<file path="config.mk">
export PLATFORM = sky130hd
export DESIGN_NAME = axi_test_periph
export DESIGN_NICKNAME = d
export VERILOG_FILES = /design/src/bus_pkg.sv /design/src/regmap_pkg.sv /design/src/test_reg_block.sv /design/src/axi_single_master.sv /design/src/axi_test_periph.sv
export SDC_FILE = /design/constraint.sdc
export NUM_CORES = 1
export LEC_CHECK = 0
export BUFFER_PORTS_ARGS = -buffer_cell sky130_fd_sc_hd__clkbuf_2
export CORE_ASPECT_RATIO = 0.7
export CORE_MARGIN = 2
export CORE_UTILIZATION = 30
export CTS_CLUSTER_DIAMETER = 30
export CTS_CLUSTER_SIZE = 10
export DETAILED_ROUTE_END_ITERATION = 8
export PLACE_DENSITY = 0.62
export SLEW_MARGIN = 15
export SYNTH_ARGS = -nofsm -noshare
export SYNTH_HDL_FRONTEND = slang
export SYNTH_SLANG_ARGS = --single-unit
</file>
<file path="constraint.sdc">
create_clock -name clk_i -period 2.4 [get_ports clk_i]
set_input_delay 0 -clock clk_i [delete_from_list [all_inputs] [get_ports clk_i]]
set_output_delay 0 -clock clk_i [all_outputs]
set_load 0.02 [all_outputs]
</file>
<file path="src/bus_pkg.sv">
package bus_pkg;

    // axi side of the peripheral
    localparam int unsigned AxiAddrWidth = 32;
    localparam int unsigned AxiDataWidth = 64;
    // one strobe bit per data byte
    localparam int unsigned AxiStrbWidth = AxiDataWidth / 8;

    // register width, also the apb data width
    localparam int unsigned ApbDataWidth = 32;

    // apb signals from the outside master
    // paddr shares the axi address space width
    typedef struct packed {
        logic                    psel;
        logic                    penable;
        logic                    pwrite;
        logic [AxiAddrWidth-1:0] paddr;
        logic [ApbDataWidth-1:0] pwdata;
    } apb_req_t;

    // apb response, no wait states so no pready
    typedef struct packed {
        logic [ApbDataWidth-1:0] prdata;
        logic                    pslverr;
    } apb_rsp_t;

    // master-driven axi signals, single beat only
    typedef struct packed {
        logic                    aw_valid;
        logic [AxiAddrWidth-1:0] aw_addr;
        logic                    w_valid;
        logic [AxiDataWidth-1:0] w_data;
        logic [AxiStrbWidth-1:0] w_strb;
        logic                    b_ready;
        logic                    ar_valid;
        logic [AxiAddrWidth-1:0] ar_addr;
        logic                    r_ready;
    } axi_req_t;

    // slave-driven axi signals
    typedef struct packed {
        logic                    aw_ready;
        logic                    w_ready;
        logic                    b_valid;
        logic [1:0]              b_resp;
        logic                    ar_ready;
        logic                    r_valid;
        logic [AxiDataWidth-1:0] r_data;
        logic [1:0]              r_resp;
    } axi_rsp_t;

endpackage

</file>
<file path="src/regmap_pkg.sv">
package regmap_pkg;

    // register offsets within the apb window
    typedef enum logic [7:0] {
        OFF_OP_A   = 8'h00,
        OFF_OP_B   = 8'h04,
        OFF_SUM    = 8'h08,
        OFF_ADDR   = 8'h10,
        OFF_RDATA  = 8'h18,
        OFF_WDATA  = 8'h20,
        OFF_CMD    = 8'h28,
        OFF_STATUS = 8'h2C
    } reg_offset_e;

    // bit positions, same in the command and the status word
    localparam int unsigned CmdWriteBit = 0;
    localparam int unsigned CmdReadBit  = 1;

    // register block to axi master
    // start bits are one-cycle pulses
    typedef struct packed {
        logic                             start_write;
        logic                             start_read;
        logic [bus_pkg::AxiAddrWidth-1:0] addr;
        logic [bus_pkg::ApbDataWidth-1:0] wdata;
    } master_cmd_t;

    // axi master back to register block
    typedef struct packed {
        logic [bus_pkg::ApbDataWidth-1:0] rdata;
        logic                             wr_busy;
        logic                             rd_busy;
    } master_stat_t;

endpackage

</file>
<file path="src/test_reg_block.sv">
`timescale 1ns/1ns

module test_reg_block #(
    parameter int unsigned RegAddrBits = 8
) (
    input  logic                     clk_i,
    input  logic                     rst_ni,
    input  bus_pkg::apb_req_t        apb_req_i,
    output bus_pkg::apb_rsp_t        apb_rsp_o,
    output regmap_pkg::master_cmd_t  cmd_o,
    input  regmap_pkg::master_stat_t stat_i
);

    // decoded low part of paddr
    logic [RegAddrBits-1:0] reg_addr;
    // access phase of an apb transfer
    logic access;
    logic wr_en;
    logic cmd_wr;

    // software-visible registers
    logic [bus_pkg::ApbDataWidth-1:0] op_a_q;
    logic [bus_pkg::ApbDataWidth-1:0] op_b_q;
    logic [bus_pkg::AxiAddrWidth-1:0] addr_q;
    logic [bus_pkg::ApbDataWidth-1:0] wdata_q;
    logic start_wr_q;
    logic start_rd_q;

    logic [bus_pkg::ApbDataWidth-1:0] sum;
    logic [bus_pkg::ApbDataWidth-1:0] status_word;
    logic [bus_pkg::ApbDataWidth-1:0] rdata;
    logic err;

    assign reg_addr = apb_req_i.paddr[RegAddrBits-1:0];
    assign access   = apb_req_i.psel & apb_req_i.penable;
    assign wr_en    = access & apb_req_i.pwrite;
    assign cmd_wr   = wr_en && (reg_addr == RegAddrBits'(regmap_pkg::OFF_CMD));

    // wraps mod 2^32 by width
    assign sum = op_a_q + op_b_q;

    // busy flags at the command bit positions
    always_comb begin
        status_word = '0;
        status_word[regmap_pkg::CmdWriteBit] = stat_i.wr_busy;
        status_word[regmap_pkg::CmdReadBit]  = stat_i.rd_busy;
    end

    // read mux and error decode
    always_comb begin
        rdata = '0;
        err   = 1'b0;
        case (reg_addr)
            RegAddrBits'(regmap_pkg::OFF_OP_A):   rdata = op_a_q;
            RegAddrBits'(regmap_pkg::OFF_OP_B):   rdata = op_b_q;
            RegAddrBits'(regmap_pkg::OFF_ADDR):   rdata = addr_q;
            RegAddrBits'(regmap_pkg::OFF_WDATA):  rdata = wdata_q;
            // write-only, reads back zero
            RegAddrBits'(regmap_pkg::OFF_CMD):    rdata = '0;
            // read-only registers, writing them is an error
            RegAddrBits'(regmap_pkg::OFF_SUM): begin
                rdata = sum;
                err   = apb_req_i.pwrite;
            end
            RegAddrBits'(regmap_pkg::OFF_RDATA): begin
                rdata = stat_i.rdata;
                err   = apb_req_i.pwrite;
            end
            RegAddrBits'(regmap_pkg::OFF_STATUS): begin
                rdata = status_word;
                err   = apb_req_i.pwrite;
            end
            // unmapped offset
            default: err = 1'b1;
        endcase
    end

    // errored accesses return zero
    assign apb_rsp_o.prdata  = err ? '0 : rdata;
    assign apb_rsp_o.pslverr = access & err;

    // register writes at the end of the access cycle
    always_ff @(posedge clk_i or negedge rst_ni) begin
        if (!rst_ni) begin
            op_a_q  <= '0;
            op_b_q  <= '0;
            addr_q  <= '0;
            wdata_q <= '0;
        end else if (wr_en) begin
            case (reg_addr)
                RegAddrBits'(regmap_pkg::OFF_OP_A):  op_a_q  <= apb_req_i.pwdata;
                RegAddrBits'(regmap_pkg::OFF_OP_B):  op_b_q  <= apb_req_i.pwdata;
                RegAddrBits'(regmap_pkg::OFF_ADDR):  addr_q  <= apb_req_i.pwdata;
                RegAddrBits'(regmap_pkg::OFF_WDATA): wdata_q <= apb_req_i.pwdata;
                // read-only and unmapped offsets keep their value
                default: ;
            endcase
        end
    end

    // start pulses, one cycle after the cmd write
    always_ff @(posedge clk_i or negedge rst_ni) begin
        if (!rst_ni) begin
            start_wr_q <= 1'b0;
            start_rd_q <= 1'b0;
        end else begin
            start_wr_q <= cmd_wr & apb_req_i.pwdata[regmap_pkg::CmdWriteBit];
            start_rd_q <= cmd_wr & apb_req_i.pwdata[regmap_pkg::CmdReadBit];
        end
    end

    assign cmd_o.start_write = start_wr_q;
    assign cmd_o.start_read  = start_rd_q;
    assign cmd_o.addr        = addr_q;
    assign cmd_o.wdata       = wdata_q;

endmodule

</file>
<file path="src/axi_single_master.sv">
`timescale 1ns/1ns

module axi_single_master (
    input  logic                     clk_i,
    input  logic                     rst_ni,
    input  regmap_pkg::master_cmd_t  cmd_i,
    output regmap_pkg::master_stat_t stat_o,
    output bus_pkg::axi_req_t        axi_req_o,
    input  bus_pkg::axi_rsp_t        axi_rsp_i
);

    // one pending flag per channel
    logic aw_pend_q;
    logic w_pend_q;
    logic ar_pend_q;
    logic r_pend_q;

    // payload held for the whole transfer
    logic [bus_pkg::AxiAddrWidth-1:0] wr_addr_q;
    logic [bus_pkg::ApbDataWidth-1:0] wr_data_q;
    logic [bus_pkg::AxiAddrWidth-1:0] rd_addr_q;
    logic [bus_pkg::ApbDataWidth-1:0] rdata_q;

    logic wr_busy;
    logic rd_busy;
    logic wr_start;
    logic rd_start;
    logic aw_hs;
    logic w_hs;
    logic ar_hs;
    logic r_hs;

    assign wr_busy = aw_pend_q | w_pend_q;
    assign rd_busy = ar_pend_q | r_pend_q;

    // starts for a busy direction are dropped
    assign wr_start = cmd_i.start_write & ~wr_busy;
    assign rd_start = cmd_i.start_read & ~rd_busy;

    assign aw_hs = aw_pend_q & axi_rsp_i.aw_ready;
    assign w_hs  = w_pend_q & axi_rsp_i.w_ready;
    assign ar_hs = ar_pend_q & axi_rsp_i.ar_ready;
    assign r_hs  = r_pend_q & axi_rsp_i.r_valid;

    // channel tracking, each flag cleared by its own handshake
    always_ff @(posedge clk_i or negedge rst_ni) begin
        if (!rst_ni) begin
            aw_pend_q <= 1'b0;
            w_pend_q  <= 1'b0;
            ar_pend_q <= 1'b0;
            r_pend_q  <= 1'b0;
            rdata_q   <= '0;
        end else begin
            if (wr_start) begin
                aw_pend_q <= 1'b1;
                w_pend_q  <= 1'b1;
            end else begin
                if (aw_hs) aw_pend_q <= 1'b0;
                if (w_hs) w_pend_q <= 1'b0;
            end
            if (rd_start) begin
                ar_pend_q <= 1'b1;
                r_pend_q  <= 1'b1;
            end else begin
                if (ar_hs) ar_pend_q <= 1'b0;
                if (r_hs) r_pend_q <= 1'b0;
            end
            // pick the 32-bit lane by address bit 2
            if (r_hs) begin
                rdata_q <= rd_addr_q[2] ? axi_rsp_i.r_data[63:32] : axi_rsp_i.r_data[31:0];
            end
        end
    end

    // latch address and data when a transfer is accepted
    always_ff @(posedge clk_i) begin
        if (wr_start) begin
            wr_addr_q <= cmd_i.addr;
            wr_data_q <= cmd_i.wdata;
        end
        if (rd_start) begin
            rd_addr_q <= cmd_i.addr;
        end
    end

    always_comb begin
        axi_req_o.aw_valid = aw_pend_q;
        // 8-byte aligned, lane picked by strobe
        axi_req_o.aw_addr  = {wr_addr_q[bus_pkg::AxiAddrWidth-1:3], 3'b000};
        axi_req_o.w_valid  = w_pend_q;
        // same word in both lanes
        axi_req_o.w_data   = {2{wr_data_q}};
        axi_req_o.w_strb   = wr_addr_q[2] ? 8'hF0 : 8'h0F;
        // write response not checked
        axi_req_o.b_ready  = 1'b1;
        axi_req_o.ar_valid = ar_pend_q;
        axi_req_o.ar_addr  = {rd_addr_q[bus_pkg::AxiAddrWidth-1:3], 3'b000};
        axi_req_o.r_ready  = r_pend_q;
    end

    assign stat_o.rdata   = rdata_q;
    assign stat_o.wr_busy = wr_busy;
    assign stat_o.rd_busy = rd_busy;

endmodule

</file>
<file path="src/axi_test_periph.sv">
`timescale 1ns/1ns

module axi_test_periph #(
    parameter int unsigned RegAddrBits = 8
) (
    input  logic              clk_i,
    input  logic              rst_ni,
    input  bus_pkg::apb_req_t apb_req_i,
    output bus_pkg::apb_rsp_t apb_rsp_o,
    output bus_pkg::axi_req_t axi_req_o,
    input  bus_pkg::axi_rsp_t axi_rsp_i
);

    // start pulses, target address and write data
    regmap_pkg::master_cmd_t  master_cmd;
    // read data and busy flags
    regmap_pkg::master_stat_t master_stat;

    // apb side
    test_reg_block #(
        .RegAddrBits ( RegAddrBits )
    ) i_test_reg_block (
        .clk_i     ( clk_i       ),
        .rst_ni    ( rst_ni      ),
        .apb_req_i ( apb_req_i   ),
        .apb_rsp_o ( apb_rsp_o   ),
        .cmd_o     ( master_cmd  ),
        .stat_i    ( master_stat )
    );

    // axi side
    axi_single_master i_axi_single_master (
        .clk_i     ( clk_i       ),
        .rst_ni    ( rst_ni      ),
        .cmd_i     ( master_cmd  ),
        .stat_o    ( master_stat ),
        .axi_req_o ( axi_req_o   ),
        .axi_rsp_i ( axi_rsp_i   )
    );

endmodule

</file>
== Yosys cells after proc, flatten, opt, wreduce, memory -nomap -nowiden ==
Index checks and enable logic that the tools add are counted.

* Flip-flop bits (word level): 262
* Bits of input ports: 142
* Output and inout port bits: 174
* Word-level logic and storage cells: 62

* Add/sub/neg operators: 1
* Equal/unequal tests: 7
* Multiplexer cells: 13
* Bitwise operators: 15
* Reduce and logical (&&, ||, !) cells: 12

{| class="wikitable"
|+ Operator list
! kind !! number
|-
| one-hot mux 32 bit (7 select lines) || 1
|-
| 2-to-1 mux 32 bit || 2
|-
| adder 32 bit || 1
|-
| == test 8 x 6 -> 1 bit, second input constant || 3
|-
| == test 8 x 5 -> 1 bit, second input constant || 2
|-
| AND 1 bit || 11
|-
| == test 8 x 3 -> 1 bit, second input constant || 1
|-
| == test 8 x 4 -> 1 bit, second input constant || 1
|-
| zero test 8 bit || 1
|-
| 2-to-1 mux 1 bit || 8
|-
| 2-to-1 mux 8 bit || 1
|-
| AND reduction 2 bit || 4
|-
| nonzero test 2 bit || 4
|-
| OR reduction 5 bit || 1
|-
| OR reduction 3 bit || 1
|-
| NOT 1 bit || 2
|-
| OR 1 bit || 2
|-
| one-hot mux 1 bit (2 select lines) || 1
|-
| logical AND 1 bit || 1
|}

== Depth between registers and ports, before layout ==
Gate-level depths: netlist (run 1).

* Word-level depth: 4
* Mapped depth: 11

== By module ==
From an unflattened synthesis (run 1), not the netlist that was laid out.

* Cell total of the unflattened synthesis: 1088
* Area total of the unflattened synthesis: 13067.5 um^2

{| class="wikitable"
|+ By module, submodules not included
! module !! instances !! cells an instance !! area each (um^2) !! sequential area each (um^2)
|-
| test_reg_block || 1 || 750 || 7845.0 || 3253.1
|-
| axi_single_master || 1 || 338 || 5222.5 || 3663.5
|}

== Worst setup path after synthesis (run 1) ==
No wires, ideal clock.

* Path kind: reg-to-output
* From: reg i_test_reg_block.op_b_q[0] in the netlist's numbering
* To: out apb_rsp_o[27] in the netlist's numbering
* Arrival: 2.685 ns
* Required time: 2.400 ns
* Setup slack: -0.285 ns
* Stages on the path, launching flop included: 12
* Buffers on the path: 0
* Cell sequence: dfrtp_1 > ha_1 > inv_1 > fa_1 > and2b_1 > o2111ai_2 > a211oi_2 > nor2_1 > o21ai_2 > a31oi_1 > a211o_1 > o22ai_1

{| class="wikitable"
|+ RTL lines
! element !! line !! source
|-
| start: declaration || test_reg_block.sv:23 || <nowiki>logic [bus_pkg::ApbDataWidth-1:0] op_b_q;</nowiki>
|-
| start signal: assignment || test_reg_block.sv:92 || <nowiki>RegAddrBits'(regmap_pkg::OFF_OP_B): op_b_q <= apb_req_i.pwdata;</nowiki>
|-
| end: declaration || axi_test_periph.sv:9 || <nowiki>output bus_pkg::apb_rsp_t apb_rsp_o,</nowiki>
|}

==> run_results.csv, run 1 <==
group,metric,value,unit
cells_and_area,drive_above_1_share,0.470,
synthesis,synth_enable_flop_cells,92,
synthesis,synth_cells,1065,
synthesis,ys_seq_area_frac,0.538,
timing,fmax,292,MHz
worst_setup_path,arrival,3.43,ns
drt,num_vias,10700,
synthesis,yosysWarnings,0,
cts,cts.sinks,258,
cells_and_area,fillCellCount,3901,
placement,dp_hpwl,30300,um
global_routing,use_met2,0.306,
drt,post_drt_wl_per_cell,20.6,um
synthesis,async_reset_ff_frac,0.643,
pwr,vdd.ir_drop.worst,0.446,mV
pwr,report.power.total,13100,uW
synthesis,avgSynthCellArea,12.1,um2
pwr,power.switching,3000,uW
pwr,p_leak,0.00863,uW
pwr,pwr-share-clk,0.588,
global_routing,grt_max_degree,65,
global_routing,antenna_found_initial,1,
timing,setup_ws,-1.03,ns
cells_and_area,layout_common_cells,"clkbuf_2 (249), dfrtp_1 (165), buf_4 (151)",
worst_setup_path,reg2regPathDepth,4,
timing,hold_viol,0,
placement,gp_congestion,0.895,
die,dieArea,44500,um2
worst_setup_path,required,2.40,ns
run_status,failed_checks,"setup timing",
cts,cts_tree,"yes",
timing,worst_slew_pin_slew,0.975,ns
cells_and_area,finalNetCount,1714,
cts,clock_latency,0.57,ns
timing,rsz0062_at_grt,"yes",
cts,cts_buffers,53,
worst_setup_path,cp_cell_sequence,"ha_4, inv_2, fa_2, and2b_2, o2111ai_4, a2111oi_4, nor4bb_4, o31ai_2, buf_4, a21o_1, nand3_1, a21o_1, clkbuf_8",
timing,finalMaxSlewViolations,0,
pwr,p_seq_frac,0.363,
die,fp.dieW,251,um
global_routing,grt-busiest-layer,"met2",
die,coreArea,42300,um2
drt,remaining_drc_errors,0,
timing,relSlewSlack,0.350,
pwr,powerDensity,681,nW/um2
die,pin_count,316,
worst_setup_path,critical_path_class,"register to output port",
timing,min_period_over_period,1.43,
global_routing,gr-usage-met1,0.275,
drt,via_per_inst,4.99,
synthesis,synth.distinct_cells,70,
worst_setup_path,cpMostUsedCell,"a21o_1",
pwr,p_comb_frac,0.050,
cts,clockRootBuffer,"clkbuf_16",
cells_and_area,mostFrequentLayoutCell,"clkbuf_2",
drt,drtAntennaViolNets,0,
global_routing,grt_use_total,0.195,
drt,first_iter_violations,813,
die,num_rows,63,
pwr,p_sw_frac,0.229,
run,cap_violations,0,
timing,skew,0.0151,ns
run_status,status,"complete, but fails checks",
worst_setup_path,critPathMaxFanout,3,
cells_and_area,areaGrowthSynthToFinish,49.5,%
pwr,p_int,10100,uW
cts,clk_transition_reported_paths,0.05,ns
synthesis,synth_top_flop_cell,"dfrtp_1",
min_path,min_path_type,"input pin to register",
cts,max-clock-path-buffers,3,
synthesis,netlist_area,12800,um2
global_routing,grt_pass1_wl,65900,um
cts,htree_levels,2,
global_routing,grt_pass1_vias,10900,
placement,portBuffers,279,
die,fp.dieH,177,um
drt,dr.pass1.iters,8,
die,initial_utilization,0.304,
min_path,hold_depth,5,
worst_setup_path,crit_path_end_kind,"output port",
global_routing,gr-total-overflow,0,
worst_setup_path,cp-start-kind,"register",
timing,whs,0.0959,ns
worst_setup_path,cpPeakStageDelay,0.40,ns
synthesis,synth-seq-cells,258,
timing,period_minus_slack,3.43,ns
drt,drt-total-wl,44100,um
timing,setup_viol,27,
global_routing,globalRouteMet3Util,0.0346,
worst_setup_path,cpMaxStageDelayCell,"dfrtp_1",
[flip-flops by register name, indices dropped and copies added, names as in the netlist]
name,count
i_axi_single_master.wr_addr_q,30
i_axi_single_master.rd_addr_q,30
i_axi_single_master.aw_pend_q,1
i_axi_single_master.rdata_q,32
i_axi_single_master.ar_pend_q,1
i_test_reg_block.wdata_q,32
i_axi_single_master.w_pend_q,1
i_test_reg_block.op_a_q,32
i_test_reg_block.op_b_q,32
i_test_reg_block.start_wr_q,1
i_test_reg_block.start_rd_q,1
i_axi_single_master.wr_data_q,32
i_test_reg_block.addr_q,32
i_axi_single_master.r_pend_q,1
[power by group through the flow]
stage	registers (uW)	clock network, uW	logic [uW]
final	4740	7690	648
after global routing	4750	8060	712
after CTS	4740	7810	641
after detailed placement	4810	0	495
after global placement	4810	0	483
after floorplan	4780	0	204
[final timing paths]
check,from,end,slack (ns)
setup / recovery,i_test_reg_block.op_a_q[0],apb_rsp_o[29],-1.03
hold / removal,apb_req_i[37],i_test_reg_block.start_rd_q,0.1
setup reg to reg,i_axi_single_master.rd_addr_q[2],i_axi_single_master.rdata_q[26],0.47
hold reg to reg,i_test_reg_block.wdata_q[21],i_axi_single_master.wr_data_q[21],0.47
max in group asynchronous,rst_ni,i_axi_single_master.rdata_q[26],0.60
min in group asynchronous,rst_ni,i_test_reg_block.addr_q[27],0.46
[layer usage]
layer | wire length (um) | vias up
met5 | 0 | -
li1 | - | 4884
met3 | 2530 | 76
met1 | 20300 | 5335
met2 | 20100 | 371
met4 | 1180 | 0
[per-stage QoR]
stage / setup TNS (ns) / setup slack (ns) / std cells / utilization / instance area [um2]
2_1_floorplan: -0.0756 / -0.0400 / 1070 / - / 12900
3_3_place_gp: -5.31 / -0.374 / 1922 / 0.368 / 15500
3_5_place_dp: -5.63 / -0.406 / 1922 / 0.368 / 15500
4_1_cts: -19.78 / -0.976 / 2131 / 0.446 / 18900
5_1_grt: -23.17 / -1.13 / 2138 / 0.454 / 19200
6_report: -20.02 / -1.03 / 2138 / 0.454 / 19200
[Yosys cell counts, types with 3 or more instances]
library cell,count,area share
nor3_1,10,0.0039
buf_1,7,0.0020
nor2b_1,4,0.0019
nor3b_1,3,0.0018
nand3_1,11,0.0043
buf_4,78,0.046
o211ai_1,3,0.0018
and3_1,7,0.0034
xor2_1,9,0.0061
nand2_1,41,0.012
mux2i_1,33,0.026
o21bai_1,3,0.0018
a21oi_1,75,0.029
inv_1,16,0.0047
a21o_1,11,0.0064
mux2_2,127,0.11
a211oi_2,3,0.0029
nand2b_1,7,0.0034
xnor2_1,16,0.011
nand4_1,4,0.0019
a31oi_1,9,0.0044
a221oi_1,7,0.0048
a22oi_1,33,0.019
and2_1,8,0.0039
dfrtp_1,166,0.32
o21ai_1,3,0.0012
edfxtp_1,92,0.22
nor3_2,3,0.0023
a222oi_1,21,0.016
a211oi_1,4,0.0023
clkbuf_1,20,0.0058
o22ai_1,6,0.0029
nor4_1,3,0.0015
o21ai_0,50,0.019
buf_2,21,0.0082
o21a_1,4,0.0023
a22o_1,6,0.0041
o21ai_2,3,0.0020
ha_1,31,0.030
nor2_1,72,0.021
[worst max-delay path: cells and delay by family, from the launching register on]
| kind | cells | cell delay, ns |
|---|---|---|
| compound gates | 5 | 1.17 |
| fa+ha+maj | 2 | 0.49 |
| buf+inv | 3 | 0.36 |
| flops | 1 | 0.40 |
| simple gates | 3 | 0.44 |
[final cells by class]
cell class	count	area [um2]	area share
sequential	258	6920	0.360
multi-input combinational	670	5630	0.293
timing repair buffer	541	4010	0.209
clock buffer	60	1390	0.0726
tap	552	691	0.0360
clock inverter	40	497	0.0259
inverter	16	60.1	0.00313
antenna	1	2.50	0.000130
[cells by family (layout without fill, tap and decap cells)]
logic type | after synthesis | in the layout | share of synthesized area
flip-flops | 258 | 258 | 0.538
AO/OA/AOI/OAI | 262 | 262 | 0.139
multiplexers | 160 | 160 | 0.137
adder cells (fa/ha/maj) | 32 | 32 | 0.0318
XOR/XNOR | 25 | 25 | 0.0170
other | 2 | 8 | 0.000585
AND/OR/NAND/NOR | 184 | 184 | 0.0696
buffers and inverters | 142 | 657 | 0.0663
[timing repair]
item,4_1_cts,5_1_grt
buffers inserted,7,9
pin swaps,37,46
hold endpoints to repair,332,0
hold buffers,103,0
resized for setup,74,74
setup endpoints to repair,30,48
Note: power is estimated with default switching activity, not from simulation.
==> inputs of run 2 (changes only) <==
BUFFER_PORTS_ARGS = not set   (was -buffer_cell sky130_fd_sc_hd__clkbuf_2)
CAP_MARGIN = 20   (was not set)
DONT_BUFFER_PORTS = 1   (was not set)
PLACE_DENSITY = 0.55   (was 0.62)
==> run_results.csv, run 2 (synthesis results as in run 1) <==
group,metric,value,unit
cells_and_area,drive_above_1_share,0.373,
drt,drt-total-wl,42300,um
placement,placed_area,14300,um2
timing,relSlewSlack,0.501,
pwr,vdd.ir_drop.worst,0.427,mV
global_routing,grt_pass1_wl,63500,um
drt,via_per_inst,5.11,
cells_and_area,fin_cells,1897,
global_routing,grt_use_total,0.189,
drt,post_drt_wl_per_cell,22.3,um
global_routing,grt_pass1_vias,10200,
cells_and_area,finalNetCount,1475,
die,coreArea,42300,um2
cells_and_area,mostFrequentLayoutCell,"buf_4",
die,initial_utilization,0.304,
timing,min_period_over_period,1.38,
placement,portBuffers,0,
cts,clockRootBuffer,"clkbuf_16",
pwr,p_sw_frac,0.218,
pwr,report.power.total,12600,uW
cts,htree_levels,2,
pwr,pwr-share-clk,0.584,
cells_and_area,final_cell_area,17800,um2
worst_setup_path,critPathMaxFanout,4,
min_path,min_path_type,"input pin to asynchronous set/reset pin",
worst_setup_path,arrival,3.32,ns
die,pin_count,316,
die,fp.dieW,251,um
timing,fmax,301,MHz
timing,worst_slew_pin_slew,0.748,ns
worst_setup_path,crit_path_end_kind,"output port",
global_routing,antenna_found_initial,0,
placement,dp_slack,-0.370,ns
cts,clock_latency,0.58,ns
drt,remaining_drc_errors,0,
timing,setup_ws,-0.921,ns
pwr,p_comb_frac,0.038,
pwr,p_leak,0.00759,uW
cells_and_area,utilization,0.422,
worst_setup_path,cp-start-kind,"register",
pwr,p_int,9830,uW
drt,first_iter_violations,667,
pwr,power.switching,2740,uW
die,fp.dieH,177,um
timing,setup_viol,29,
worst_setup_path,required,2.40,ns
timing,period_minus_slack,3.32,ns
placement,dpl.cell_count,1680,
cts,clk_transition_reported_paths,0.05,ns
pwr,p_seq_frac,0.377,
cts,cts_buffers,51,
timing,hold_viol,166,
placement,dp_hpwl,28900,um
placement,gp_congestion,0.869,
global_routing,grt_max_degree,167,
drt,dr.pass1.iters,5,
cts,cts_tree,"yes",
timing,finalMaxSlewViolations,0,
cts,cts_hold_buf,107,
die,num_rows,63,
drt,drtAntennaViolNets,0,
run,cap_violations,0,
cts,cts.sinks,258,
run_status,failed_checks,"hold timing, setup timing",
timing,whs,-0.861,ns
cts,max-clock-path-buffers,3,
drt,num_vias,9686,
pwr,powerDensity,705,nW/um2
worst_setup_path,critical_path_class,"register to output port",
cells_and_area,layout_common_cells,"buf_4 (169), dfrtp_1 (165), mux2_2 (127)",
global_routing,gr-total-overflow,0,
timing,rsz0062_at_grt,"yes",
die,dieArea,44500,um2
timing,skew,0.0343,ns
run_status,status,"complete, but fails checks",
cells_and_area,areaGrowthSynthToFinish,38.7,%
[run 2: cell types whose count changed in the layout (fill, tap and decap cells not counted), sizes merged]
cell,before,now
clkinvlp,8,5
clkbuf,317,66
bufinv,8,7
inv,25,20
dlygate4sd3,102,107
dlymetal6s4s,1,0
clkinv,15,14
buf,181,197
[run 2: timing repair]
| action | in CTS | in global routing |
|---|---|---|
| endpoints found under the setup margin | 27 | 32 |
| gates resized for setup | 55 | 44 |
| hold endpoints to repair | 332 | 166 |
| buffers inserted | 11 | 4 |
| pin swaps | 66 | 44 |
[run 2: critical path, cell delays in order (launching register included)]
cell and delay [ns]:
dfrtp_1 0.35, ha_2 0.19, inv_2 0.04, fa_2 0.33, and2b_2 0.26, o2111ai_4 0.16
buf_6 0.16, a211oi_4 0.26, nor2_4 0.10, o21ai_4 0.21, a31oi_2 0.12, a211o_1 0.30
o22ai_4 0.26
[run 2: cell type report]
class	count	area, um2
Multi-Input combinational cell	670	5620
Fill cell	4016	24400
Antenna cell	1	2.50
Clock buffer	66	1400
Clock inverter	30	393
Timing Repair Buffer	304	2730
Inverter	16	61.3
Sequential cell	258	6920
Tap cell	552	691
[run 2: per-stage QoR]
step | setup TNS [ns] | hold slack [ns]
after floorplan | -0.0756 | -0.296
after global placement | -5.44 | -0.284
after detailed placement | -5.60 | -0.284
after CTS | -21.74 | -0.883
after global routing | -24.46 | -0.891
final | -20.56 | -0.861
[run 2: power groups by stage]
stage | logic, uW | clock network [uW] | registers (uW)
after global routing | 529 | 7690 | 4750
final | 483 | 7340 | 4740
after CTS | 472 | 7470 | 4740
after global placement | 293 | 0 | 4810
after detailed placement | 298 | 0 | 4810
after floorplan | 204 | 0 | 4780
[run 2: worst paths after layout]
| path | start | to | slack (ns) | depth (start not counted) |
|---|---|---|---|---|
| max in group asynchronous | rst_ni | i_test_reg_block.addr_q[11] | 3.00 | 0 |
| worst max register to register | i_axi_single_master.rd_addr_q[2] | i_axi_single_master.rdata_q[11] | 0.44 | 4 |
| min in group clk_i | apb_req_i[66] | i_test_reg_block.op_b_q[5] | 0.04 | 3 |
| worst min register to register | i_test_reg_block.wdata_q[31] | i_axi_single_master.wr_data_q[31] | 0.47 | 0 |
| worst max-delay path | i_test_reg_block.op_a_q[0] | apb_rsp_o[27] | -0.92 | 12 |
| worst min-delay path | rst_ni | i_test_reg_block.op_a_q[27] | -0.86 | 0 |
[run 2: routing by layer]
| layer | part of all wire | global-route usage |
|---|---|---|
| met4 | 0.018 | 0.0489 |
| met2 | 0.46 | 0.303 |
| met3 | 0.059 | 0.0468 |
| met5 | 0 | 0 |
| met1 | 0.46 | 0.257 |
